File: config.mk
export PLATFORM = sky130hd
export DESIGN_NAME = pdm_modulator
export DESIGN_NICKNAME = d
export VERILOG_FILES = /design/src/design/synth_pkg.sv /design/src/design/pdm_modulator.sv
export SDC_FILE = /design/constraint.sdc
export NUM_CORES = 1
export LEC_CHECK = 0
export BUFFER_PORTS_ARGS = -buffer_cell sky130_fd_sc_hd__clkbuf_2
export CAP_MARGIN = 10
export CORE_ASPECT_RATIO = 1.2
export CORE_UTILIZATION = 59
export DETAILED_ROUTE_END_ITERATION = 12
export HOLD_SLACK_MARGIN = 0.08
export PLACE_DENSITY = 0.83
export SYNTH_ARGS = -nofsm -noshare
export SYNTH_HDL_FRONTEND = slang
export SYNTH_SLANG_ARGS = --single-unit
File: constraint.sdc
create_clock -name clk_100mhz -period 5 [get_ports clk_100mhz]
set_input_delay 0.5 -clock clk_100mhz [delete_from_list [all_inputs] [get_ports clk_100mhz]]
set_output_delay 0.5 -clock clk_100mhz [all_outputs]
set_load 0.005 [all_outputs]
File: src/design/synth_pkg.sv
package synth_pkg;

   // voice and key count
   localparam int num_voices = 8;

   // audio and control widths
   typedef logic [15:0] sample_t;
   typedef logic [15:0] env_t;
   typedef logic [31:0] phase_t;
   typedef logic [7:0] wave_addr_t;
   typedef logic [num_voices-1:0] voice_mask_t;
   typedef logic [$clog2(num_voices+1)-1:0] voice_count_t;

   // envelope phases
   typedef enum logic [2:0] {
      adsr_idle,
      adsr_attack,
      adsr_decay,
      adsr_sustain,
      adsr_release
   } adsr_state_t;

   // phase increments, f * 2^32 / 100 MHz
   // c4 d4 e4 f4 g4 a4 b4 c5
   localparam phase_t tuning_words [0:num_voices-1] = '{
      32'd11237,
      32'd12613,
      32'd14157,
      32'd14999,
      32'd16836,
      32'd18898,
      32'd21212,
      32'd22474
   };

   // 256/n, indexed by active voice count
   localparam logic [7:0] mix_recip [0:num_voices] = '{
      8'd0, 8'd255, 8'd128, 8'd85, 8'd64, 8'd51, 8'd42, 8'd36, 8'd32
   };

endpackage
File: src/design/pdm_modulator.sv
`timescale 1ns/1ps

module pdm_modulator #(
   parameter int SAMPLE_WIDTH = 16
) (
   input  logic               clk_100mhz,
   input  logic               sys_rst,
   input  synth_pkg::sample_t level,
   output logic               spk
);

   logic [SAMPLE_WIDTH-1:0] acc;
   logic [SAMPLE_WIDTH:0]   acc_sum;

   // one extra bit catches the carry
   assign acc_sum = {1'b0, acc} + (SAMPLE_WIDTH + 1)'(level);

   // carry out is the density-coded bit
   always_ff @(posedge clk_100mhz) begin
      if (sys_rst) begin
         acc <= '0;
         spk <= 1'b0;
      end else begin
         acc <= acc_sum[SAMPLE_WIDTH-1:0];
         spk <= acc_sum[SAMPLE_WIDTH];
      end
   end

endmodule

Word level (Yosys, flattened, before mapping)
Cells that the tools add are included.

Add/subtract/negate cells: 1.

Operator list (number): $add 16x16->17 (1).

Bits of input ports: 18. Flip-flop bits (word level): 17. Output and inout bits: 1. Logic and storage cells: 3.

Depth between registers and ports, before layout
Gate-level depths: netlist of the first run.

Depth in word-level cells: 1. Mapped depth: 7. Depth with buffers taken out: 7.

Worst setup path after synthesis of the first run
No wires, ideal clock.

Path type: input -> register. Start point: input level[0]. End point: register acc[12]. Arrival time: 2215 ps. Stages on the path: 7. Buffers on the path: 0. Slack: 2663 ps. Required time: 4879 ps. Setup time: 121 ps. Cells stage by stage: ha_1 -> fa_1 -> a21o_1 -> a221oi_4 -> o31ai_2 -> a21oi_2 -> mux2_4.

Longest elaborated chain between the ends: 1.

Ends and longest elaborated chain: from (decl) (line pdm_modulator.sv:8) `input synth_pkg::sample_t level,`; $add 16x16->17 (line pdm_modulator.sv:16) `assign acc_sum = {1'b0, acc} + (SAMPLE_WIDTH + 1)'(level);`; to (signal assigned) (line pdm_modulator.sv:24) `acc <= acc_sum[SAMPLE_WIDTH-1:0];`; to (decl) (line pdm_modulator.sv:12) `logic [SAMPLE_WIDTH-1:0] acc;`.

No other way between the ends. A chain may end at the register's enable or synchronous reset.

Worst setup path after layout of the first run
Start point: register acc[0]. End point: register acc[14].

Longest elaborated chain between the ends: 1.

Ends and longest elaborated chain (line): $add 16x16->17 (pdm_modulator.sv:16).

No other way between the ends.

==> results of run 1 <==
-- Yosys cell counts (all sizes together) (2+ instances only) --
cell type | number | area (um^2)
nor2 | 20 | 77.6
dfxtp | 17 | 340
ha | 16 | 200
a21oi | 11 | 58.8
nand2 | 8 | 30.0
nor2b | 6 | 37.5
inv | 5 | 18.8
mux2 | 5 | 60.1
o21ai | 5 | 25.0
nand3 | 4 | 20.0
xnor2 | 4 | 35.0
xor2 | 4 | 35.0
a211oi | 3 | 37.5
a21o | 3 | 22.5
a221oi | 2 | 35.0
buf | 2 | 8.75
clkbuf | 2 | 8.75
nand4 | 2 | 12.5
o21bai | 2 | 26.3
o31ai | 2 | 20.0
-- power by group --
group	switching, uW	internal, uW
Sequential	16.7	192
Clock	46.3	31.2
Combinational	251	208
Total	314	431
-- state kept, by name, summed over array words and instances, names as in the netlist --
name / cells
spk: 1
acc: 16
-- path summary, 6_finish.rpt --
| kind | from | end | slack [ns] | cells after the start |
|---|---|---|---|---|
| max | acc[0] | acc[14] | 2.75 | 7 |
| max reg2reg | acc[0] | acc[14] | 2.75 | 7 |
| min reg2reg | acc[0] | acc[0] | 0.57 | 2 |
| min | level[0] | acc[0] | 0.52 | 3 |
-- area by class of cell --
cell class,instances,area (um^2),share of cell area
multi-input combinational,106,821,0.622
sequential,17,340,0.258
timing repair buffer,18,90.1,0.0682
clock buffer,4,26.3,0.0199
tap,19,23.8,0.0180
inverter,5,18.8,0.0142
-- logic make-up (layout without fill, tap and decap cells) --
family	Yosys count	after routing	share of synthesized area
AND/OR/NAND/NOR	43	43	0.167
AO/OA/AOI/OAI	33	33	0.226
adder cells (fa/ha/maj)	17	17	0.184
flip-flops	17	17	0.284
buffers and inverters	9	27	0.0303
XOR/XNOR	8	8	0.0585
multiplexers	5	5	0.0502
-- worst max-delay path, delay by kind of cell (launching register included) --
family	cells	cell delay, ns
and+or+nand+nor	1	0.08
AOI/OAI and AO/OA	3	0.78
DFF	1	0.32
adders and majority gates	2	0.63
muxes	1	0.34
-- layout by cell type, fill, tap and decap left out, types with 2 or more instances in the layout --
master	count
clkbuf_2	18
a21o_1	3
a211oi_2	3
o21ai_1	3
nand4_1	2
nand2_1	8
inv_1	5
nor2_1	19
nor2b_1	6
dfxtp_1	17
ha_1	16
xnor2_1	4
xor2_1	4
mux2_1	3
clkbuf_4	3
o21ai_0	2
nand3_1	4
a21oi_1	10
-- per-stage QoR --
stage | setup slack (ns) | utilization
final | 2.75 | 0.705
after global placement | 2.51 | 0.691
after detailed placement | 2.46 | 0.691
after global routing | 2.64 | 0.705
after CTS | 2.75 | 0.705
after floorplan | 2.66 | -
-- metal layers --
layer  vias to the layer above  share of wire  global-route usage
met1                       456           0.43               0.261
met4                         0          0.019               0.136
met5                         -              0                   0
met3                         5          0.042              0.0495
li1                        510              -                   -
met2                        29           0.51               0.423
==> reports/results.ini, run 1 <==
[hold_path]
min_path_type=input port to flop

[power]
vdd_drop_max_v=0.000369
p_per_area_mw_per_mm2=564
p_leak_uw=0.000612
power_uw=745

[floorplan]
start_util=0.640
core-area_mm2=0.00187
die_w_um=43.1
row_count=17
dieArea_mm2=0.00221
num_io_pins=19
fp.dieH_um=51.4

[finish]
drive_gt1_frac=0.227
nNetsFinal=186
antenna_cells=0
stdcell_area_mm2=0.00132
synthToLayoutAreaGrowth_pct=10.2
n_fill_cell=149
fin_cells=169

[logic_synthesis]
async_flop_share=0
synth_fp_nets=167
avgSynthCellArea_um2=9.07
syn_area_mm2=0.00120
synth_seq_cells=17
synth_cell_types=39
yosysSeqAreaShare=0.284
yosys_warnings=0
synth-main-ff-cell=dfxtp_1
synth_edf_count=0
synthesis.instances=132

[status]
status=finished clean

[global_route]
grt_pass1_wl_um=4000
grt_usage=0.240
grt_pass1_vias=992
grt_max_degree=23
grt_overflow=0
antenna_found_initial=0

[sta]
finalSetupTns_ns=0
rsz0062_at_grt=false
min_period_over_period=0.450
worstMarginPinSlew_ns=0.429
slew_violations=0
setup_viol=0
hold_violations=0
max_freq_mhz=444
finClkSkew_ns=0.00454
whs_ns=0.520
fin_crit_ns=2.25
relSlewSlack=0.714

[placed_design]
dp_hpwl_um=1720
postPlaceCellArea_mm2=0.00129
finalWeightedCongestion=0.829
numPortBuffers=18
place_inst=165

[clock_tree]
htree_levels=1
clock_path_buffers=2
postCtsSetupRepairBufs=0
cts_hold_buf=0
clkSlewWorstSetupHoldPaths_ns=0.10
root_buffer=clkbuf_4
tritoncts=done
cts.sinks=17
clock_latency_ns=0.30
numCtsBuffers=3
postCtsResizedCells=0

[worst_setup_path]
worstPathCellList=ha_1 -> fa_1 -> a21o_1 -> a221oi_4 -> nor2_2 -> a211oi_2 -> mux2_1
crit_type=flop to flop
path_max_fanout=5
crit_arrival_ns=2.45
cp_slowest_cell=fa_1
required_ns=5.20
max_stage_delay_ns=0.41
start_kind=flop
cp-end-kind=flop

[routing]
drt_iter0_drc=21
via_per_inst=5.92
drtAntennaViolNets=0
wl_per_cell_um=13.4
vias=1000
dr.pass1.iters=4
wl_um=2260
drc=0

[flow_run]
cap_violations=0

Note: power is estimated with default switching activity, not from simulation.
==> inputs of run 2 (changes only) <==
--- a/config.mk
+++ b/config.mk
@@ -5,13 +5,14 @@
 export SDC_FILE = /design/constraint.sdc
 export NUM_CORES = 1
 export LEC_CHECK = 0
+export ABC_AREA = 1
 export BUFFER_PORTS_ARGS = -buffer_cell sky130_fd_sc_hd__clkbuf_2
 export CAP_MARGIN = 10
 export CORE_ASPECT_RATIO = 1.2
-export CORE_UTILIZATION = 59
+export CORE_UTILIZATION = 51
 export DETAILED_ROUTE_END_ITERATION = 12
 export HOLD_SLACK_MARGIN = 0.08
-export PLACE_DENSITY = 0.83
+export PLACE_DENSITY = 0.75
 export SYNTH_ARGS = -nofsm -noshare
 export SYNTH_HDL_FRONTEND = slang
 export SYNTH_SLANG_ARGS = --single-unit
==> constraint.sdc (replaced) <==
create_clock -name clk_100mhz -period 2.07 [get_ports clk_100mhz]
set_input_delay 0.207 -clock clk_100mhz [delete_from_list [all_inputs] [get_ports clk_100mhz]]
set_output_delay 0.207 -clock clk_100mhz [all_outputs]
set_load 0.005 [all_outputs]
==> run 2 against run 1 <==
Compared with the run above:
- register-to-register slack got worse by 2.3 ns
- synthesized cell count rose by 67%
- final cell count rose by 63%
- critical path depth is 1 higher
- via count rose by 32%
- synthesized area is 15% higher
- die area is 32% higher
- clock skew grew 0.0087 ns
- flip-flop and latch count is the same
- power rose by 100%
- routed wire length is 16% higher
- clock power increased by 130%
- largest cell class unchanged
==> reports/results.ini, run 2 <==
[status]
status=finished clean

[floorplan]
core-area_mm2=0.00255  ; +36%
start_util=0.540  ; -0.0995
row_count=20  ; +3
num_io_pins=19  ; unchanged
fp.dieH_um=59.0  ; +15%
die_w_um=49.5  ; +15%
dieArea_mm2=0.00292  ; +32%

[global_route]
grt_pass1_wl_um=4650  ; +16%
globalRouteMet1Util=0.239  ; -0.0229
use_met2=0.397  ; -0.0256
busiest_layer=met2
grt_max_degree=14  ; -39%
grt_usage=0.208  ; -0.0322
grt_overflow=0  ; unchanged
grtUsageMet3=0.0310  ; -0.0185
grt_pass1_vias=1170  ; +18%
antenna_found_initial=0  ; unchanged

[logic_synthesis]
yosys_warnings=0  ; unchanged
avgSynthCellArea_um2=6.24  ; -31%
ys_top_cells_by_area=dfxtp_1 (25%), nand2_1 (20%), ha_1 (15%), inv_1 (10%), nor2_1 (6.8%)
synth_seq_cells=17  ; unchanged
synthesis.instances=221  ; +67%
yosys.cell_count.top_type=nand2_1
async_flop_share=0  ; unchanged
yosysSeqAreaShare=0.247  ; -0.0374
synth_fp_nets=256  ; +53%
synth_edf_count=0  ; unchanged
synth_top_area_share=0.247  ; -0.0374
synth_top_cell_by_area=dfxtp_1
synth_common_cells=nand2_1 (74), inv_1 (37), nor2_1 (25)
synth-main-ff-cell=dfxtp_1
syn_area_mm2=0.00138  ; +15%
synth_cell_types=20  ; -49%

[worst_setup_path]
r2r-start=acc[0]
reg2reg_depth=8  ; +1
regToRegSetupSlack_ns=0.45  ; -2.29 ns
max_stage_delay_ns=0.41  ; about the same
crit_arrival_ns=1.80  ; -0.65 ns
cp_slowest_cell=fa_1
worstSetupEndpoint=spk
crit_top_cell=nand3_1
r2r_end=spk
path_max_fanout=4  ; -1
cp-end-kind=flop
worstPathCellList=ha_1 -> fa_1 -> nand3_1 -> nand3_1 -> nand3_1 -> nand3_2 -> a21oi_1 -> nor2_1
crit_type=flop to flop
start_kind=flop
critPathLaunch=acc[0]
required_ns=2.25  ; -2.95 ns

[flow_run]
cap_violations=0  ; unchanged

[placed_design]
postPlaceCellArea_mm2=0.00150  ; +16%
finalWeightedCongestion=0.845  ; +2.0%
dp_hpwl_um=2160  ; +26%
place_inst=271  ; +64%
dp_slack_ns=0.433  ; -2.02 ns
numPortBuffers=18  ; unchanged

[sta]
setup_viol=0  ; unchanged
max_freq_mhz=619  ; +39%
slew_violations=0  ; unchanged
finClkSkew_ns=0.0133  ; +0.00873 ns
finalSetupTns_ns=0  ; unchanged
rsz0062_at_grt=false
worstMarginPinSlew_ns=0.445  ; +0.0157 ns
setup_slack_ns=0.455  ; -2.29 ns
min_period_over_period=0.780  ; +0.330
fin_crit_ns=1.62  ; -0.636 ns
relSlewSlack=0.703  ; -0.0108
hold_violations=0  ; unchanged

[finish]
n_fill_cell=260  ; +74%
stdcell_area_mm2=0.00153  ; +16%
largest_reg_flops=16  ; unchanged
fin_cells=275  ; +63%
reg.largest.list=acc (16), spk (1)
antenna_cells=0  ; unchanged
layout_commonest_cell=nand2_1
drive_gt1_frac=0.145  ; -0.0820
post-route-util=0.598  ; -0.108
nNetsFinal=278  ; +49%
regMostFlops=acc
synthToLayoutAreaGrowth_pct=10.6
layout_common_cells=nand2_1 (74), inv_1 (37), nor2_1 (25), clkbuf_2 (18), dfxtp_1 (17)

[power]
vdd_drop_max_v=0.000498  ; +35%
p_per_area_mw_per_mm2=983  ; +74%
p_leak_uw=0.000904  ; +48%

[hold_path]
whs_path_depth=2  ; -1
min_path_type=input port to flop

[clock_tree]
postCtsResizedCells=0  ; unchanged
root_buffer=clkbuf_4
cts_hold_buf=0  ; unchanged
clock_latency_ns=0.29  ; about the same
clock_path_buffers=2  ; unchanged
postCtsSetupRepairBufs=0  ; unchanged
numCtsBuffers=3  ; unchanged
cts.sinks=17  ; unchanged
tritoncts=done
htree_levels=1  ; unchanged
clkSlewWorstSetupHoldPaths_ns=0.11  ; about the same

[routing]
wl_um=2620  ; +16%
via_per_inst=4.81  ; -19%
drc=0  ; unchanged
drt_iter0_drc=47  ; +120%
drtAntennaViolNets=0  ; unchanged
dr.pass1.iters=4  ; unchanged
vias=1323  ; +32%
wl_per_cell_um=9.52  ; -29%

-- run 2: cell count changes in the layout (fill, tap and decap cells not counted), sizes merged, moves of 3 or more --
cell	change
nand2	+71
inv	+35
a21oi	+6
nand3	+6
nor2b	-6
mux2	-5
nor2	+5
xnor2	-4
xor2	-4
a211oi	-3
a21o	-3
-- run 2: area by class of cell --
type / count / area, um^2 / share of cell area
timing repair buffer: 18 / 90.1 / 0.0591
tap: 33 / 41.3 / 0.0271
multi-input combinational: 163 / 877 / 0.575
sequential: 17 / 340 / 0.223
inverter: 40 / 150 / 0.0984
clock buffer: 4 / 26.3 / 0.0172
-- run 2: worst min path at each step --
stage	endpoint	startpoint	slack [ns]
2_1_floorplan	acc[0]	sys_rst	0.28
3_3_place_gp	acc[1]	sys_rst	0.47
6_report	acc[8]	sys_rst	0.17
3_5_place_dp	acc[0]	sys_rst	0.46
4_1_cts	acc[8]	sys_rst	0.15
5_1_grt	acc[0]	sys_rst	0.15
-- run 2: kinds of logic (layout without fill, tap and decap cells) --
group / after synthesis / count (layout) / share of synthesized area
fa+ha+maj: 17 / 17 / 0.160
buf+inv: 41 / 62 / 0.117
simple gates: 123 / 123 / 0.385
flops: 17 / 17 / 0.247
compound gates: 23 / 23 / 0.0917
-- run 2: per-stage QoR --
step           total power [uW]  hold WS, ns
2_1_floorplan              1160        0.278
3_3_place_gp               1320        0.467
3_5_place_dp               1330        0.463
4_1_cts                    1510        0.154
5_1_grt                    1680        0.155
6_report                   1500        0.169
-- run 2: routing by layer --
metal	share of wire	wire length, um	vias up
met4	0.0069	18	0
met5	0	0	-
met2	0.50	1320	15
met3	0.023	60	2
met1	0.47	1220	575
li1	-	-	731
-- run 2: report_power, final --
| group | internal, uW | switching (uW) |
|---|---|---|
| Combinational | 320 | 547 |
| Sequential | 425 | 31.1 |
| Clock | 74.8 | 102 |
-- run 2: worst max-delay path: cells and delay by family (launching register included) --
kind / cells / cell delay [ns]
fa+ha+maj: 2 / 0.61
simple gates: 5 / 0.45
flops: 1 / 0.31
compound gates: 1 / 0.14
