$ cat config.mk
export PLATFORM = sky130hd
export DESIGN_NAME = note_decoder
export DESIGN_NICKNAME = d
export VERILOG_FILES = /design/src/design/synth_pkg.sv /design/src/design/note_decoder.sv
export SDC_FILE = /design/constraint.sdc
export NUM_CORES = 1
export LEC_CHECK = 0
export BUFFER_PORTS_ARGS = -buffer_cell sky130_fd_sc_hd__buf_4
export CAP_MARGIN = 20
export CORE_AREA = 5 5 42 44
export CTS_BUF_LIST = sky130_fd_sc_hd__clkbuf_4 sky130_fd_sc_hd__clkbuf_8 sky130_fd_sc_hd__clkbuf_16
export DETAILED_ROUTE_END_ITERATION = 16
export DIE_AREA = 0 0 47 49
export PLACE_DENSITY_LB_ADDON = 0.2
export SLEW_MARGIN = 20
export SYNTH_ARGS = -nofsm -noshare
export SYNTH_HDL_FRONTEND = slang
export SYNTH_SLANG_ARGS = --single-unit
$ cat constraint.sdc
create_clock -name clk_100mhz -period 1.2 [get_ports clk_100mhz]
set_input_delay 0.06 -clock clk_100mhz [delete_from_list [all_inputs] [get_ports clk_100mhz]]
set_output_delay 0.06 -clock clk_100mhz [all_outputs]
set_load 0.02 [all_outputs]
$ cat src/design/synth_pkg.sv
package synth_pkg;

   // voice and key count
   localparam int num_voices = 8;

   // audio and control widths
   typedef logic [15:0] sample_t;
   typedef logic [15:0] env_t;
   typedef logic [31:0] phase_t;
   typedef logic [7:0] wave_addr_t;
   typedef logic [num_voices-1:0] voice_mask_t;
   typedef logic [$clog2(num_voices+1)-1:0] voice_count_t;

   // envelope phases
   typedef enum logic [2:0] {
      adsr_idle,
      adsr_attack,
      adsr_decay,
      adsr_sustain,
      adsr_release
   } adsr_state_t;

   // phase increments, f * 2^32 / 100 MHz
   // c4 d4 e4 f4 g4 a4 b4 c5
   localparam phase_t tuning_words [0:num_voices-1] = '{
      32'd11237,
      32'd12613,
      32'd14157,
      32'd14999,
      32'd16836,
      32'd18898,
      32'd21212,
      32'd22474
   };

   // 256/n, indexed by active voice count
   localparam logic [7:0] mix_recip [0:num_voices] = '{
      8'd0, 8'd255, 8'd128, 8'd85, 8'd64, 8'd51, 8'd42, 8'd36, 8'd32
   };

endpackage
$ cat src/design/note_decoder.sv
`timescale 1ns/1ps

module note_decoder (
   input  logic                   clk_100mhz,
   input  logic                   sys_rst,
   input  synth_pkg::voice_mask_t keys,
   output synth_pkg::voice_mask_t gate,
   output synth_pkg::voice_mask_t trigger
);

   // gate is the key level one cycle late
   // trigger marks the cycle where a gate bit goes high
   always_ff @(posedge clk_100mhz) begin
      if (sys_rst) begin
         gate    <= '0;
         trigger <= '0;
      end else begin
         gate <= keys;
         // gate still holds the old level here
         trigger <= keys & ~gate;
      end
   end

endmodule

# --- Word-level counts from Yosys, hierarchy flattened ---
# Index checks and enable logic that the tools add are counted.
classes:
  n_bitwise: 2
ops:
  columns: ["op", "count"]
  rows:
  - ["$and 8x8->8", 1]
  - ["$not 8->8", 1]
word_totals:
  word_cells: 4
  ff_bits: 16
  inputBits: 10
  output_inout_bits: 16

# --- Logic depth before layout (Yosys ltp) ---
# Gate-level depths: netlist (run 1).
logic_depth:
  depth_word: 2
  ltp_mapped: 2
  depth_no_buf: 1

# --- Worst setup path after synthesis (run 1) ---
# No wires, ideal clock.
synth_path:
  kind: "register to register"
  from: "reg gate[0]"
  to: "reg trigger[0]"
  path_stages_with_launch: 2
  setup_time_ps: 126
  arrival_time_ps: 496
  path_buffers: 0
  period_less_slack_ps: 622
  slack_ps: 578
  required_time_ps: 1074
  path_cell_list: "dfxtp_1 > nor3b_2"
synth_between:
  elab_chain_len: 2
synth_lines:
  columns: ["item", "line_no", "text"]
  rows:
  - ["start, declared", "note_decoder.sv:7", "output synth_pkg::voice_mask_t gate,"]
  - ["start signal, assigned", "note_decoder.sv:18", "gate <= keys;"]
  - ["$not 8->8", "note_decoder.sv:20", "trigger <= keys & ~gate;"]
  - ["$and 8x8->8", "note_decoder.sv:20", null]
  - ["end signal, assigned", "note_decoder.sv:20", null]
  - ["end, declared", "note_decoder.sv:8", "output synth_pkg::voice_mask_t trigger"]
# Every way passes these cells.
# A chain may end at the register's enable or synchronous reset.

# --- Final worst setup path (run 1) ---
layout_path:
  from: "reg gate[3]"
  to: "out gate[3]"
# No word-level cell between the ends.

==> summary.txt, run 1 <==
Hold WC Path Type: in2reg
Share of the synthesized area in the top cell type: 0.656
Logic gate share of total power: 0.144
Synth cell count leaders: 16 x dfxtp_1, 8 x nor3b_2, 5 x and2b_1
Final worst setup slack: 341 ps
Worst-Margin Slew: 187 ps
Hold path depth: 2
Starting Density: 0.348
Setup violators final: 0
IO Count: 26
CTS resizes: 0
Die area: 2300 sq um
Tmin final: 859 ps
Asr flop ratio synth: 0
Total CTS buffers: 3
Primary FF master, synth: dfxtp_1
Net Sw Power: 0.239 mW
Seq. cell area: 320 sq um
Power per cell area: 1370 nW/um^2
Slowest cell on crit path: dfxtp_1
Hold_sp: keys[4]
Fill cells: 131
CTS clk-pin slew, worst paths: 90 ps
Seq cells post-synth: 16
TritonCTS clock tree: built
Synth area leaders: dfxtp_1 66%, nor3b_2 21%, and2b_1 7.7%
Clock Path Buffers: 2
Slowest cell delay on critical path: 370 ps
Vias per cell: 4.18
Die width: 47 um
Root Buffer: clkbuf_4
Synth-to-layout area growth: 60.0%
Post-Syn Nets: 43
Core region area: 1400 sq um
Share of layout cells above drive strength 1: 0.552
Setup TNS: 0 ps
Reg2Reg Setup Slack: 630 ps
Die height: 49 um
Initial antenna violation count: 0
H-tree levels: 1
Multi-input logic area: 156 sq um
DR vias: 347
Worst Path Class, Setup: reg2out
CP Launch Type: flop
Cell family with most CP delay: flip-flops
Worst path bufs/invs: 1
Reg2reg start: gate[2]
Final #Nets: 78
Remaining DRCs: 0
EDFF count, synth: 0
Met2 wire length: 440 um
Clock skew: 3.72 ps
Vias in the first global route: 326
Ys Warns: 0
Switching share of total power: 0.224
Maximum VDD drop: 0.000627 V
Hold Crit Endpoint: gate[4]
Internal: 0.830 mW
CP Cell Sequence: buf_4
Slew Viols, Final: 0
Yosys cell types: 5
Final Cell Area: 781 sq um
Clk pwr share: 0.320
Largest net degree at the start of global routing: 17
Placed Area: 684 sq um
Fin crit share: 0.716
Reg2reg end: trigger[2]
Post-synth top area cell: dfxtp_1
Status: finished clean
Slew margin rel.: 0.875
Max Clk Rate: 1.16 GHz
Critical path data arrival time: 800 ps
Worst r2r path cells: 1
Row count: 14
# port buffers: 25
Sequential share of the synthesized area: 0.656
Final ANT Viol Nets: 0
Avg Cell Area, Syn: 14.8 sq um
Highest routed layer: met4
Final Hold Viols: 0
Met3 wire len: 94 um
Max FO, Critical Path: 2
Clk sinks: 16
Routability cong.: 0.589
Pleak: 0.367 nW
Area of the mapped netlist: 488 sq um
Routed WL: 890 um
Worst-Skew Late Latency: 280 ps
Antenna cells: 0
Drt pass-1 iters: 2
GRT Total Usage: 0.0900
Per-cell routed wire length: 10.7 um
Most instantiated library cell after synthesis: dfxtp_1
Crit. End Element: output pin
Post-CTS Setup Inserts: 0
First-pass GRT wire length: 1410 um
Pre-CTS setup slack: 615 ps
Metal-1 WL: 340 um
Max_cap viols: 0
Cell count after synthesis: 33
Register share of total power: 0.535
RSZ-0062 raised after global routing: false
Congestion Overflow GR: 0
Worst EP required: 1140 ps
Initial DRC count: 1
[final cells by class]
type,count,area share
multi-input combinational,16,0.200
tap,16,0.0256
timing repair buffer,31,0.317
clock buffer,4,0.0465
sequential,16,0.410
[per-stage QoR]
| step | util | hold slack, ps | cells | power (mW) |
|---|---|---|---|---|
| 4_1_cts | 0.557 | 3.43 | 83 | 1.09 |
| 3_3_place_gp | 0.488 | 275 | 73 | 0.725 |
| 3_5_place_dp | 0.488 | 274 | 73 | 0.726 |
| 5_1_grt | 0.557 | 14.7 | 83 | 1.13 |
| 6_report | 0.557 | 10.5 | 83 | 1.07 |
| 2_1_floorplan | - | 132 | 33 | 0.655 |
[cell families (layout without fill, tap and decap cells)]
logic type             Yosys count  in the layout  share of synthesized area
buffers and inverters            1             35                     0.0231
and+or+nand+nor                 16             16                      0.321
DFF                             16             16                      0.656
[registers in the layout, indices dropped and copies added (netlist names)]
register / cells
trigger: 8
gate: 8
[layer usage]
metal | vias up | global-route usage
li1 | 174 | -
met1 | 156 | 0.101
met2 | 15 | 0.124
met3 | 2 | 0.0554
met4 | 0 | 0.0553
met5 | - | 0
[placed cells by master, fill, tap and decap left out]
cell type and count:
and2b_1 5, buf_4 25, clkbuf_8 1, nor2b_1 3, nor3b_2 8, clkbuf_4 3, dlygate4sd3_1 6, dfxtp_1 16
[power groups by stage]
stage | Clock (mW) | Sequential (mW) | Combinational [mW]
2_1_floorplan | 0 | 0.621 | 0.0342
4_1_cts | 0.356 | 0.573 | 0.157
3_3_place_gp | 0 | 0.585 | 0.140
6_report | 0.343 | 0.572 | 0.154
5_1_grt | 0.390 | 0.576 | 0.166
3_5_place_dp | 0 | 0.585 | 0.140
[what timing repair did]
action	4_1_cts	5_1_grt
hold endpoints to repair	6	0
hold buffers	6	0
setup endpoints to repair	0	0
[worst max-delay path by stage]
stage,from,end,slack (ps),cells after the start
2_1_floorplan,gate[0],trigger[0],580,1
3_3_place_gp,sys_rst,gate[5],620,2
6_report,gate[3],gate[3],340,1
3_5_place_dp,sys_rst,gate[5],610,2
4_1_cts,gate[3],gate[3],330,1
5_1_grt,gate[7],gate[7],300,1
Note: power is estimated with default switching activity, not from simulation.
==> inputs of run 2 (changes only) <==
- clock period: 1.2 -> 0.9 ns (I/O delays scaled with it)
==> summary.txt, run 2 (same netlist as run 1, synthesis figures left out) <==
Status: finished clean
CP Launch Type: flop
Vias per cell: 4.18
GRT Total Usage: 0.0928
Clock skew: 3.76 ps
Final Hold Viols: 0
Final #Nets: 80
Root Buffer: clkbuf_4
Power per cell area: 1790 nW/um^2
Worst-Skew Late Latency: 280 ps
Worst r2r path cells: 1
Max_cap viols: 0
Seq. cell area: 320 sq um
Final ANT Viol Nets: 0
First-pass GRT wire length: 1480 um
IO Count: 26
Tmin final: 846 ps
Hold WC Path Type: in2reg
Fin crit share: 0.940
CP Cell Sequence: buf_4
Internal: 1.11 mW
Worst EP required: 850 ps
Slowest cell delay on critical path: 370 ps
Net Sw Power: 0.320 mW
Maximum VDD drop: 0.000838 V
Slew margin rel.: 0.875
Pleak: 0.376 nW
Setup violators final: 0
Antenna cells: 0
# port buffers: 25
Worst-Margin Slew: 187 ps
Congestion Overflow GR: 0
Clock Path Buffers: 2
Cell family with most CP delay: flip-flops
CTS clk-pin slew, worst paths: 90 ps
Synth-to-layout area growth: 64.1%
Initial DRC count: 1
Largest net degree at the start of global routing: 17
Setup TNS: 0 ps
Worst path bufs/invs: 1
Initial antenna violation count: 0
Max Clk Rate: 1.18 GHz
WHS: 70.3 ps
Die width: 47 um
Per-cell routed wire length: 10.6 um
Vias in the first global route: 337
Fill cells: 129
Clk pwr share: 0.319
Die area: 2300 sq um
Post-CTS Setup Inserts: 0
Switching share of total power: 0.224
Die height: 49 um
Share of layout cells above drive strength 1: 0.536
Drt pass-1 iters: 2
Critical path depth in cells: 1
Routed WL: 904 um
Commonest cells after routing, fill and taps aside: 25 x buf_4, 16 x dfxtp_1, 8 x nor3b_2, 8 x dlygate4sd3_1, 5 x and2b_1
Most frequent standard cell in the layout excluding fill and tap cells: buf_4
Slowest cell on crit path: dfxtp_1
Remaining DRCs: 0
Hold path depth: 2
Starting Density: 0.348
Worst Path Class, Setup: reg2out
Max FO, Critical Path: 2
Routability cong.: 0.589
Register share of total power: 0.533
Core region area: 1400 sq um
Total CTS buffers: 3
RSZ-0062 raised after global routing: false
DR vias: 355
Multi-input logic area: 156 sq um
Logic gate share of total power: 0.148
Critical path data arrival time: 800 ps
Row count: 14
TritonCTS clock tree: built
Slew Viols, Final: 0
Clk sinks: 16
Crit. End Element: output pin
CTS resizes: 0
H-tree levels: 1
Biggest regs: gate: 8 flops, trigger: 8 flops
-- run 2: changes by cell type in the layout (fill, tap and decap cells not counted) --
cell	previous run	this run
dlygate4sd3_1	6	8
-- run 2: worst paths after layout --
| check | start | to | slack (ps) |
|---|---|---|---|
| max | gate[3] | gate[3] | 50 |
| max reg2reg | gate[2] | trigger[2] | 330 |
| min reg2reg | gate[4] | trigger[4] | 430 |
| min | sys_rst | gate[3] | 70 |
-- run 2: cell type report --
type	count	area share
multi-input combinational	16	0.195
clock buffer	4	0.0453
timing repair buffer	33	0.334
sequential	16	0.400
tap	16	0.0250
-- run 2: what timing repair did --
| action | CTS | global route |
|---|---|---|
| hold buffers | 8 | 0 |
| endpoints found under the setup margin | 0 | 0 |
| hold endpoints to repair | 8 | 0 |
-- run 2: per-layer routing --
metal,track usage,part of all wire,up-vias
met5,0,0,-
met4,0.0553,0.018,0
met3,0.0554,0.10,2
met2,0.129,0.49,15
met1,0.105,0.39,160
li1,-,-,178
-- run 2: power groups by stage --
stage | Combinational, mW | Sequential (mW) | Clock, mW
after floorplan | 0.0456 | 0.828 | 0
after global routing | 0.229 | 0.768 | 0.520
after global placement | 0.186 | 0.780 | 0
after CTS | 0.216 | 0.764 | 0.474
after detailed placement | 0.187 | 0.780 | 0
final | 0.213 | 0.763 | 0.457
-- run 2: stage by stage --
stage,utilization,power [mW],instances,cell area (sq um),worst slack [ps]
floorplan,-,0.873,33,488,278
global route,0.571,1.52,85,801,10.3
finish,0.571,1.43,85,801,53.8
CTS,0.571,1.45,85,801,47.4
detailed placement,0.488,0.968,73,684,330
global placement,0.488,0.967,73,684,338
==> inputs of run 3 (changes only) <==
- PLACE_DENSITY: not set -> 0.67
- PLACE_DENSITY_LB_ADDON: 0.2 -> not set
==> summary.txt, run 3 (same netlist as run 1, synthesis figures left out) <==
Status: finished clean
Most frequent standard cell in the layout excluding fill and tap cells: buf_4
Fill cells: 126
TritonCTS clock tree: built
Worst EP required: 850 ps
Logic gate share of total power: 0.158
Per-cell routed wire length: 10.6 um
Slew margin rel.: 0.878
Pleak: 0.364 nW
Final Hold Viols: 0
Switching share of total power: 0.229
Critical path data arrival time: 780 ps
Remaining DRCs: 0
Die area: 2300 sq um
Setup TNS: 0 ps
Placed Cells: 73
CTS clk-pin slew, worst paths: 80 ps
Critical path depth in cells: 1
Max FO, Critical Path: 2
Total CTS buffers: 3
Biggest regs: gate: 8 flops, trigger: 8 flops
Critical Path Start: gate[2]
Worst path bufs/invs: 1
H-tree levels: 1
Multi-input logic area: 156 sq um
Starting Density: 0.348
Worst r2r path cells: 1
Clock skew: 0.216 ps
First-pass GRT wire length: 1450 um
Hold WC Path Type: in2reg
Final #Nets: 79
Register share of total power: 0.578
Clk pwr share: 0.263
Final worst setup slack: 71.3 ps
Vias per cell: 4.29
Maximum VDD drop: 0.000977 V
DR vias: 356
Crit. End Element: output pin
Slowest cell on crit path: dfxtp_1
Die height: 49 um
Pre-CTS setup slack: 327 ps
Max Clk Rate: 1.21 GHz
Reg2reg end: trigger[1]
Drt pass-1 iters: 2
Routability cong.: 0.648
Clock Path Buffers: 2
Fin crit share: 0.921
GRT Total Usage: 0.0865
Initial DRC count: 2
Post-CTS Setup Inserts: 0
RSZ-0062 raised after global routing: false
Root Buffer: clkbuf_4
Internal: 1.02 mW
CP Launch Type: flop
Hold_sp: keys[3]
Slew Viols, Final: 0
Reg2reg start: gate[1]
Tmin final: 829 ps
Setup violators final: 0
Routed WL: 881 um
Reg2Reg Setup Slack: 330 ps
Core region area: 1400 sq um
Clk sinks: 16
WHS: 6.13 ps
Worst Path Class, Setup: reg2out
Power per cell area: 1700 nW/um^2
Max_cap viols: 0
Net Sw Power: 0.303 mW
Crit path to: gate[2]
Synth-to-layout area growth: 59.2%
CP Cell Sequence: buf_4
Worst-Margin Slew: 183 ps
CTS resizes: 0
Congestion Overflow GR: 0
Share of layout cells above drive strength 1: 0.537
# port buffers: 25
Initial antenna violation count: 0
Largest net degree at the start of global routing: 17
Cell family with most CP delay: flip-flops
Worst-Skew Late Latency: 270 ps
Seq. cell area: 320 sq um
Post-Layout Cell Count: 83
Commonest cells after routing, fill and taps aside: 25 x buf_4, 16 x dfxtp_1, 8 x nor3b_2, 7 x dlygate4sd3_1, 5 x and2b_1
Slowest cell delay on critical path: 360 ps
Row count: 14
Die width: 47 um
IO Count: 26
Final ANT Viol Nets: 0
Antenna cells: 0
Vias in the first global route: 355
[run 3: cell count changes in the layout (fill, tap and decap cells not counted)]
cell | before | now
clkbuf_8 | 1 | 0
dlygate4sd3_1 | 8 | 7
[run 3: layout make-up]
cell class / instances / share of cell area
Clock buffer: 3 / 0.0290
Tap cell: 16 / 0.0258
Sequential cell: 16 / 0.412
Multi-Input combinational cell: 16 / 0.201
Timing Repair Buffer: 32 / 0.332
[run 3: how the worst min path moves through the flow]
stage / endpoint / slack (ps) / cells past startpoint
final: gate[3] / 6 / 2
after global routing: gate[3] / 7 / 2
after CTS: gate[3] / 0.8 / 2
after detailed placement: gate[5] / 260 / 2
after global placement: gate[6] / 260 / 2
after floorplan: gate[1] / 120 / 1
[run 3: routing by layer]
layer	track usage	part of all wire	routed length (um)
met1	0.115	0.42	372
met2	0.113	0.48	427
met3	0.0332	0.093	82
met4	0.0553	0	0
met5	0	0	0
[run 3: stage by stage]
step | power [mW] | instance area (sq um) | util
final | 1.32 | 777 | 0.554
after global routing | 1.39 | 777 | 0.554
after CTS | 1.34 | 777 | 0.554
after detailed placement | 0.968 | 684 | 0.488
after global placement | 0.967 | 684 | 0.488
after floorplan | 0.873 | 488 | -
[run 3: repair_timing]
item                                    CTS  global route
endpoints found under the hold margin     7             0
endpoints found under the setup margin    0             0
hold buffers                              7             0
[run 3: power groups by stage]
stage	registers, mW	clock network, mW	logic [mW]
final	0.764	0.348	0.209
after global routing	0.768	0.397	0.225
after CTS	0.765	0.365	0.212
after detailed placement	0.780	0	0.188
after global placement	0.780	0	0.186
after floorplan	0.828	0	0.0456
