[config.mk]
export PLATFORM = sky130hd
export DESIGN_NAME = voice_oscillator_flat
export DESIGN_NICKNAME = d
export VERILOG_FILES = /design/src/design/synth_pkg.sv /design/src/design/voice_bus_if.sv /design/src/design/voice_oscillator.sv /design/src/design/adsr_envelope.sv /design/src/flat_wrapper.sv
export SDC_FILE = /design/constraint.sdc
export NUM_CORES = 2
export LEC_CHECK = 0
export BUFFER_PORTS_ARGS = -buffer_cell sky130_fd_sc_hd__buf_2
export CELL_PAD_IN_SITES_DETAIL_PLACEMENT = 0
export CELL_PAD_IN_SITES_GLOBAL_PLACEMENT = 1
export CORE_MARGIN = 2
export CORE_UTILIZATION = 45
export DETAILED_ROUTE_END_ITERATION = 8
export PLACE_DENSITY_LB_ADDON = 0.15
export SLEW_MARGIN = 20
export SYNTH_ARGS = -nofsm -noshare
export SYNTH_HDL_FRONTEND = slang
export SYNTH_SLANG_ARGS = --single-unit
export TNS_END_PERCENT = 1
[constraint.sdc]
create_clock -name clk_100mhz -period 4.1 [get_ports clk_100mhz]
set_clock_uncertainty 0.05 [all_clocks]
set_input_delay 0.82 -clock clk_100mhz [delete_from_list [all_inputs] [get_ports clk_100mhz]]
set_output_delay 0.82 -clock clk_100mhz [all_outputs]
set_load 0.02 [all_outputs]
[src/design/synth_pkg.sv]
package synth_pkg;

   // voice and key count
   localparam int num_voices = 8;

   // audio and control widths
   typedef logic [15:0] sample_t;
   typedef logic [15:0] env_t;
   typedef logic [31:0] phase_t;
   typedef logic [7:0] wave_addr_t;
   typedef logic [num_voices-1:0] voice_mask_t;
   typedef logic [$clog2(num_voices+1)-1:0] voice_count_t;

   // envelope phases
   typedef enum logic [2:0] {
      adsr_idle,
      adsr_attack,
      adsr_decay,
      adsr_sustain,
      adsr_release
   } adsr_state_t;

   // phase increments, f * 2^32 / 100 MHz
   // c4 d4 e4 f4 g4 a4 b4 c5
   localparam phase_t tuning_words [0:num_voices-1] = '{
      32'd11237,
      32'd12613,
      32'd14157,
      32'd14999,
      32'd16836,
      32'd18898,
      32'd21212,
      32'd22474
   };

   // 256/n, indexed by active voice count
   localparam logic [7:0] mix_recip [0:num_voices] = '{
      8'd0, 8'd255, 8'd128, 8'd85, 8'd64, 8'd51, 8'd42, 8'd36, 8'd32
   };

endpackage
[src/design/voice_bus_if.sv]
`timescale 1ns/1ps

interface voice_bus_if;
   import synth_pkg::*;

   // waveform address per voice, top phase bits
   wave_addr_t phase_addr [num_voices];
   // envelope level per voice
   env_t envelope [num_voices];
   // one bit per sounding voice
   voice_mask_t active;
   // popcount of active, one cycle behind it
   voice_count_t active_count;

   modport osc (
      output phase_addr, envelope, active, active_count
   );

   modport mix (
      input phase_addr, envelope, active, active_count
   );

endinterface

[src/design/voice_oscillator.sv]
`timescale 1ns/1ps

module voice_oscillator #(
   parameter int              ATTACK_CYCLES  = 64,
   parameter int              DECAY_CYCLES   = 32,
   parameter int              RELEASE_CYCLES = 48,
   parameter synth_pkg::env_t PEAK_LEVEL     = 16'h8000,
   parameter synth_pkg::env_t SUSTAIN_LEVEL  = 16'h2000
) (
   input  logic                   clk_100mhz,
   input  logic                   sys_rst,
   input  synth_pkg::voice_mask_t gate,
   input  synth_pkg::voice_mask_t trigger,
   voice_bus_if.osc               bus
);
   import synth_pkg::*;

   phase_t      phase [num_voices];
   env_t        env_level [num_voices];
   voice_mask_t env_active;

   // one envelope per voice
   for (genvar i = 0; i < num_voices; i++) begin : g_voice
      adsr_envelope #(
         .ATTACK_CYCLES  (ATTACK_CYCLES),
         .DECAY_CYCLES   (DECAY_CYCLES),
         .RELEASE_CYCLES (RELEASE_CYCLES),
         .PEAK_LEVEL     (PEAK_LEVEL),
         .SUSTAIN_LEVEL  (SUSTAIN_LEVEL)
      ) u_env (
         .clk_100mhz (clk_100mhz),
         .sys_rst    (sys_rst),
         .gate       (gate[i]),
         .trigger    (trigger[i]),
         .envelope   (env_level[i]),
         .active     (env_active[i])
      );

      // top bits address the waveform
      assign bus.phase_addr[i] = phase[i][31:24];
      assign bus.envelope[i]   = env_level[i];
   end

   // accumulators run only while the voice sounds
   // idle voices restart from phase zero
   always_ff @(posedge clk_100mhz) begin
      if (sys_rst) begin
         for (int v = 0; v < num_voices; v++) begin
            phase[v] <= '0;
         end
         bus.active_count <= '0;
      end else begin
         for (int v = 0; v < num_voices; v++) begin
            phase[v] <= env_active[v] ? phase[v] + tuning_words[v] : '0;
         end
         // lags active by one cycle, mixer accounts for it
         bus.active_count <= voice_count_t'($countones(env_active));
      end
   end

   assign bus.active = env_active;

endmodule

[src/design/adsr_envelope.sv]
`timescale 1ns/1ps

module adsr_envelope #(
   parameter int              ATTACK_CYCLES  = 64,
   parameter int              DECAY_CYCLES   = 32,
   parameter int              RELEASE_CYCLES = 48,
   parameter synth_pkg::env_t PEAK_LEVEL     = 16'h8000,
   parameter synth_pkg::env_t SUSTAIN_LEVEL  = 16'h2000
) (
   input  logic            clk_100mhz,
   input  logic            sys_rst,
   input  logic            gate,
   input  logic            trigger,
   output synth_pkg::env_t envelope,
   output logic            active
);
   import synth_pkg::*;

   // levels in 16.16 fixed point, wide copies for the step math
   localparam logic [47:0] peak_wide = {16'h0, PEAK_LEVEL, 16'h0};
   localparam logic [47:0] sus_wide  = {16'h0, SUSTAIN_LEVEL, 16'h0};
   localparam logic [31:0] peak_fx   = peak_wide[31:0];
   localparam logic [31:0] sus_fx    = sus_wide[31:0];

   // per-cycle steps, rounded up so each phase ends in time
   localparam logic [31:0] attack_step =
      32'((peak_wide + 48'(ATTACK_CYCLES - 1)) / 48'(ATTACK_CYCLES));
   localparam logic [31:0] decay_step =
      32'((peak_wide - sus_wide + 48'(DECAY_CYCLES - 1)) / 48'(DECAY_CYCLES));
   // sized from the peak so release from any level fits
   localparam logic [31:0] release_step =
      32'((peak_wide + 48'(RELEASE_CYCLES - 1)) / 48'(RELEASE_CYCLES));

   adsr_state_t state;
   logic [31:0] level_fx;

   always_ff @(posedge clk_100mhz) begin
      if (sys_rst) begin
         state    <= adsr_idle;
         level_fx <= '0;
      end else if (trigger) begin
         // restart from wherever the level is
         state <= adsr_attack;
      end else begin
         case (state)
            adsr_idle: begin
               level_fx <= '0;
            end
            adsr_attack: begin
               if (!gate) begin
                  state <= adsr_release;
               end else if ((peak_fx - level_fx) <= attack_step) begin
                  // clamp at peak
                  level_fx <= peak_fx;
                  state    <= adsr_decay;
               end else begin
                  level_fx <= level_fx + attack_step;
               end
            end
            adsr_decay: begin
               if (!gate) begin
                  state <= adsr_release;
               end else if ((level_fx - sus_fx) <= decay_step) begin
                  level_fx <= sus_fx;
                  state    <= adsr_sustain;
               end else begin
                  level_fx <= level_fx - decay_step;
               end
            end
            adsr_sustain: begin
               level_fx <= sus_fx;
               if (!gate) begin
                  state <= adsr_release;
               end
            end
            adsr_release: begin
               // last step lands on zero
               if (level_fx <= release_step) begin
                  level_fx <= '0;
                  state    <= adsr_idle;
               end else begin
                  level_fx <= level_fx - release_step;
               end
            end
            default: begin
               state <= adsr_idle;
            end
         endcase
      end
   end

   // integer part only
   assign envelope = level_fx[31:16];
   assign active   = (state != adsr_idle);

endmodule

[src/flat_wrapper.sv]
// flat-port wrapper written by rule: the top's interface ports become plain ports
module voice_oscillator_flat import synth_pkg::*;
#(
   parameter int              ATTACK_CYCLES  = 64,
   parameter int              DECAY_CYCLES   = 32,
   parameter int              RELEASE_CYCLES = 48,
   parameter synth_pkg::env_t PEAK_LEVEL     = 16'h8000,
   parameter synth_pkg::env_t SUSTAIN_LEVEL  = 16'h2000
)
  (clk_100mhz, sys_rst, gate, trigger, bus_phase_addr, bus_envelope, bus_active, bus_active_count);
  voice_bus_if bus_i ();
  input  logic clk_100mhz;
  input  logic sys_rst;
  input  synth_pkg::voice_mask_t gate;
  input  synth_pkg::voice_mask_t trigger;
  output wire logic [$bits(bus_i.phase_addr)-1:0] bus_phase_addr;
  output wire logic [$bits(bus_i.envelope)-1:0] bus_envelope;
  output wire logic [$bits(bus_i.active)-1:0] bus_active;
  output wire logic [$bits(bus_i.active_count)-1:0] bus_active_count;
  assign bus_phase_addr = {>>{bus_i.phase_addr}};
  assign bus_envelope = {>>{bus_i.envelope}};
  assign bus_active = bus_i.active;
  assign bus_active_count = bus_i.active_count;
  voice_oscillator #(.ATTACK_CYCLES(ATTACK_CYCLES), .DECAY_CYCLES(DECAY_CYCLES), .RELEASE_CYCLES(RELEASE_CYCLES), .PEAK_LEVEL(PEAK_LEVEL), .SUSTAIN_LEVEL(SUSTAIN_LEVEL)) u_core (.clk_100mhz(clk_100mhz), .sys_rst(sys_rst), .gate(gate), .trigger(trigger), .bus(bus_i));
endmodule
# [Word-level counts from Yosys, hierarchy flattened]
# Memory sizes are Yosys's and may differ from the RTL's.
# Cells that the tools add are included.
# W data, S select, Z words.
[word_totals] ff_bits=284 ramBits=256 inputBits=18 output_inout_bits=204 elab_cells=436 n_memories=1
[classes] addsub=55 n_lt_le_gt_ge=24 eq_ne=120 muxes=131 n_bitwise=24 reduce_logical=56
[mem_list] memory="u_core.phase" depth=8 width=32 read_ports=8 rd_ports_with_merged_regs=0 write_ports=8 line="voice_oscillator.sv:18" source="phase_t phase [num_voices];"
[op_table] cell="$mux W32" count=56
[op_table] cell="$pmux W32 S5" count=8
[op_table] cell="$le A32 B26 Y1 const B" count=24
[op_table] cell="$sub A32 B26 Y32 const B" count=16
[op_table] cell="$add A32 B26 Y32 const B" count=8
[op_table] cell="$sub A32 B30 Y32 const B" count=8
[op_table] cell="$sub A32 B32 Y32 const A" count=8
[op_table] cell="$mux W3" count=48
[op_table] cell="$add A32 B14 Y32 const B" count=4
[op_table] cell="$add A32 B15 Y32 const B" count=4
[op_table] cell="$pmux W3 S5" count=8
[op_table] cell="$ne A3 B3 Y1 const B" count=32
[op_table] cell="$ne A2 B2 Y1 const B" count=40
[op_table] cell="$reduce_and A5 Y1" count=16
[op_table] cell="$ne A4 B4 Y1 const B" count=16
[op_table] cell="$eq A3 B2 Y1 const B" count=16
[op_table] cell="$reduce_bool A5 Y1" count=8
[op_table] cell="$reduce_and A4 Y1" count=8
[op_table] cell="$eq A3 B1 Y1 const B" count=8
[op_table] cell="$eq A3 B3 Y1 const B" count=8
[op_table] cell="$logic_not A3 Y1" count=8
[op_table] cell="$reduce_bool A3 Y1" count=8
[op_table] cell="$not A1 Y1" count=16
[op_table] cell="$reduce_or A2 Y1" count=8
[op_table] cell="other kinds (4)" count=26

# [Longest topological paths before layout]
[logic_depth] word_depth=6 depth_mapped=14 depth_no_buf=11

# [Modules after synthesis]
# A second synthesis with hierarchy kept.
[hier_totals] hier_cells=5549 area_unflattened_um2=41051.9
[modules_own_cells] mod="adsr_envelope" n_inst=8 cells_per_inst=523 area_each_um2=3642.2 seq_area_each_um2=700.7
[modules_own_cells] mod="voice_oscillator" n_inst=1 cells_per_inst=1365 area_each_um2=11913.9 seq_area_each_um2=5084.9

# [Worst setup path after synthesis]
# No wires, ideal clock.
[synth_timing] path_type="register to register" from="register u_core.g_voice[2].u_env.level_fx[0]" to="register u_core.g_voice[2].u_env.level_fx[24]" setup_time_ps=70 t_arrival_ps=3382 slack_ps=598 path_stages_with_launch=12 path_buffers=0 period_less_slack_ps=3502 cell_sequence="dfxtp_1 -> inv_1 -> ha_1 -> or4b_4 -> or2_2 -> or3_1 -> nor4_1 -> a211oi_1 -> o41ai_4 -> o21ai_1 -> or4_1 -> a21oi_1"
[synth_between] elab_chain_len=5 word_cells_on_any_way=14 classes_between="add/sub: 5; order compare: 3; mux: 6"
[synth_lines] item="start: declaration" line="adsr_envelope.sv:35" source="logic [31:0] level_fx;"
[synth_lines] item="start signal: assignment" line="adsr_envelope.sv:54" source="level_fx <= peak_fx;"
[synth_lines] item="start signal: assignment" line="adsr_envelope.sv:57" source="level_fx <= level_fx + attack_step;"
[synth_lines] item="start signal: assignment" line="adsr_envelope.sv:64" source="level_fx <= sus_fx;"
[synth_lines] item="$sub A32 B30 Y32 or $sub A32 B32 Y32 (tied branches)" line="adsr_envelope.sv:63, adsr_envelope.sv:52"
[synth_lines] item="$le A32 B26 Y1 (on tied branches)" line="adsr_envelope.sv:63, adsr_envelope.sv:52"
[synth_lines] item="$mux W32 (on tied branches)" line="adsr_envelope.sv:63, adsr_envelope.sv:52"
[synth_lines] item="$mux W32 (on tied branches)" line="adsr_envelope.sv:61, adsr_envelope.sv:50"
[synth_lines] item="$pmux W32 S5 (*)" line="adsr_envelope.sv:45" source="case (state)"
# Every way passes the cells marked *; elsewhere a longest branch is shown, timed or not. The select of a mux whose other input is x is not followed.
# A chain may end at the register's enable or synchronous reset.

# [Worst setup path after layout]
# Same ends and word-level chain as after synthesis.

==> flow_metrics.py <==
metrics = {
    "clocking": {
        "cts_setup_buffers": 0,
        "clkTransAtPathRegs_ps": 60,
        "clkLatencyLatePin_ps": 630,
        "clock-sinks": 534,
        "cts_root_buf": "clkbuf_16",
        "htreeDepth": 3,
        "clock_path_buffers": 3,
        "ctsResizeCount": 0,
        "hold_buffers": 0,
        "cts_tree": "yes",
        "cts_buffers": 68,
    },
    "power": {
        "power_density_mw_per_mm2": 312,
        "leakagePower_uw": 0.0170,
        "peakVddDrop_v": 0.000281,
    },
    "synthesis": {
        "yosysMostFrequentCell": "nor2_1",
        "synthesis.instances": 5257,
        "synth_top_area_share": 0.274,
        "synthTopCellsByCount": "576 x nor2_1, 534 x dfxtp_1, 412 x nand2_1",
        "syn-cell-area_sq_mm": 0.0390,
        "syn_avg_cell_area_sq_um": 7.41,
        "async_flop_share": 0,
        "ys.flop_type": "dfxtp_1",
        "ys_seq_area_frac": 0.274,
        "synth_top_area_cell": "dfxtp_1",
        "synth_nets": 5381,
        "ys_types": 107,
        "synth_seq_cells": 534,
        "synth_enable_flop_cells": 0,
        "ys_warn_count": 0,
        "synthTopCellsByArea": "dfxtp_1 27%, nor2_1 5.5%, a21oi_1 4.6%",
    },
    "setup_path": {
        "r2r_slack_ps": 250,
        "path_delay_family": "simple AND/OR/NAND/NOR gates",
        "start_kind": "flop",
        "reg2reg_depth": 11,
        "end_kind": "flop",
        "worst-path-buf-inv": 1,
        "critPathLaunch": "u_core.g_voice[2].u_env.level_fx[0]",
        "cp.required_ps": 4600,
        "cp_slowest_stage_delay_ps": 540,
        "critical_path_class": "reg -> reg",
        "worst-path-max-fanout": 8,
        "crit_arrival_ps": 4350,
        "worstReg2RegStart": "u_core.g_voice[2].u_env.level_fx[0]",
        "crit_chain": "inv_1 -> ha_1 -> or4b_4 -> or2_2 -> or3_1 -> nor4_1 -> a211oi_1 -> o41ai_4 -> o21ai_1 -> or4_1 -> a21oi_1",
        "r2r-end": "u_core.g_voice[2].u_env.level_fx[24]",
        "cp_slowest_cell": "or4_1",
    },
    "place": {
        "gp_congestion": 0.901,
        "dp_hpwl_mm": 83.8,
        "port-buffer-count": 221,
        "dp_slack_ps": 215,
    },
    "floorplan": {
        "dieArea_sq_mm": 0.0890,
        "core_area_sq_mm": 0.0855,
        "pin_count": 222,
        "fp.dieW_um": 298,
        "start_util": 0.456,
        "die_h_um": 298,
        "num_rows": 107,
    },
    "sta": {
        "finalMaxSlewViolations": 0,
        "finalHoldViolCount": 0,
        "fmaxAchievable_mhz": 260,
        "tns_ps": 0,
        "rsz0062_at_grt": "yes",
        "worstMarginPinSlew_ps": 1020,
        "finalSetupViolCount": 0,
        "period_minus_slack_ps": 3850,
        "setup_ws_ps": 253,
        "hold_ws_ps": 354,
        "fin_crit_sh": 0.938,
        "max_slew_margin": 0.320,
    },
    "global_routing": {
        "antenna_found_initial": 5,
        "grt_pass1_wl_mm": 192,
        "grt_use_total": 0.256,
        "grt_pass1_vias": 35300,
        "grt_overflow": 0,
        "grt_start_max_net_pins": 128,
    },
    "detailed_routing": {
        "routedWlPerCell_um": 18.5,
        "drc": 0,
        "dr.pass1.iters": 8,
        "ant_nets": 0,
        "drt_iter0_markers": 3196,
        "via_per_inst": 5.97,
        "dr_total_vias": 38100,
        "routed_wl_mm": 118,
    },
    "cells_and_area": {
        "drive_gt1_frac": 0.124,
        "final_nets": 5307,
        "area_growth_pct": 8.77,
    },
    "run": {
        "cap_violations": 0,
    },
    "min_path": {
        "whs_path_depth": 2,
        "min_from": "trigger[2]",
        "min_to": "u_core.g_voice[2].u_env.state[2]",
        "hold_class": "in -> reg",
    },
    "status": {
        "outcome": "completed",
    },
}
[metal layers]
metal | routed length (um) | vias to the layer above | part of all wire | global-route usage
met3 | 6950 | 188 | 0.059 | 0.0446
met1 | 54800 | 18000 | 0.46 | 0.352
met2 | 52800 | 1068 | 0.45 | 0.405
met5 | 44 | - | 0.00037 | 0
met4 | 3350 | 6 | 0.028 | 0.0836
li1 | - | 18800 | - | -
[worst max path at each step]
stage                                            to  cells past startpoint
2_1_floorplan  u_core.g_voice[2].u_env.level_fx[24]                     11
3_3_place_gp   u_core.g_voice[3].u_env.level_fx[15]                     12
3_5_place_dp   u_core.g_voice[3].u_env.level_fx[17]                     12
4_1_cts        u_core.g_voice[3].u_env.level_fx[17]                     12
5_1_grt         u_core.g_voice[6].u_env.level_fx[7]                      9
6_report       u_core.g_voice[2].u_env.level_fx[24]                     11
[where the power goes]
group          total, uW  internal [uW]  leakage, uW  switching, uW
clock               6380           3860      0.00115           2520
sequential          5410           5290      0.00432            124
combinational       1430            511       0.0116            922
total              13200           9660       0.0170           3570
[state kept, by name (all words and copies together), names as in the netlist]
signal,flops
u_core.bus.active_count,4
u_core.g_voice.u_env.state,24
u_core.g_voice.u_env.level_fx,256
u_core.phase,250
[cells by family after synthesis]
family,synth area share
buf+inv,0.0974
compound gates,0.240
fa+ha+maj,0.0351
xor+xnor,0.0613
flops,0.274
simple gates,0.282
mux,0.00992
[placed cells by master (no fill, tap or decap), drive strengths merged, types with 20 or more instances in the layout]
| cell type | count |
|---|---|
| a211oi | 39 |
| a21o | 80 |
| a21oi | 360 |
| a31oi | 83 |
| a41oi | 23 |
| and2 | 41 |
| and3 | 90 |
| buf | 419 |
| clkbuf | 93 |
| dfxtp | 534 |
| ha | 102 |
| inv | 191 |
| mux2i | 33 |
| nand2 | 412 |
| nand2b | 48 |
| nand3 | 208 |
| nand3b | 28 |
| nand4 | 103 |
| nand4b | 20 |
| nor2 | 577 |
| nor2b | 56 |
| nor3 | 184 |
| nor4 | 99 |
| nor4b | 22 |
| o2111ai | 25 |
| o211ai | 65 |
| o21a | 35 |
| o21ai | 274 |
| o21bai | 25 |
| o311ai | 33 |
| o31a | 20 |
| o31ai | 76 |
| o32ai | 25 |
| or2 | 44 |
| or3 | 96 |
| or3b | 20 |
| or4 | 47 |
| xnor2 | 113 |
| xor2 | 160 |
[area by class of cell]
class	count	area (sq um)
antenna	1	2.50
clock buffer	93	1910
timing repair buffer	419	2620
multi-input combinational	3972	24600
fill	8717	43200
sequential	534	10700
inverter	188	708
tap	1144	1430
clock inverter	29	453
[per-stage QoR]
stage / std cells / power (uW) / area, sq um / util
after global routing: 6380 / 13800 / 42400 / 0.496
after global placement: 6257 / 6930 / 40000 / 0.467
final: 6380 / 13200 / 42400 / 0.496
after detailed placement: 6257 / 6940 / 40000 / 0.467
after floorplan: 5257 / 6510 / 39000 / -
after CTS: 6379 / 13400 / 42300 / 0.495
(Power assumes the default switching activity.)
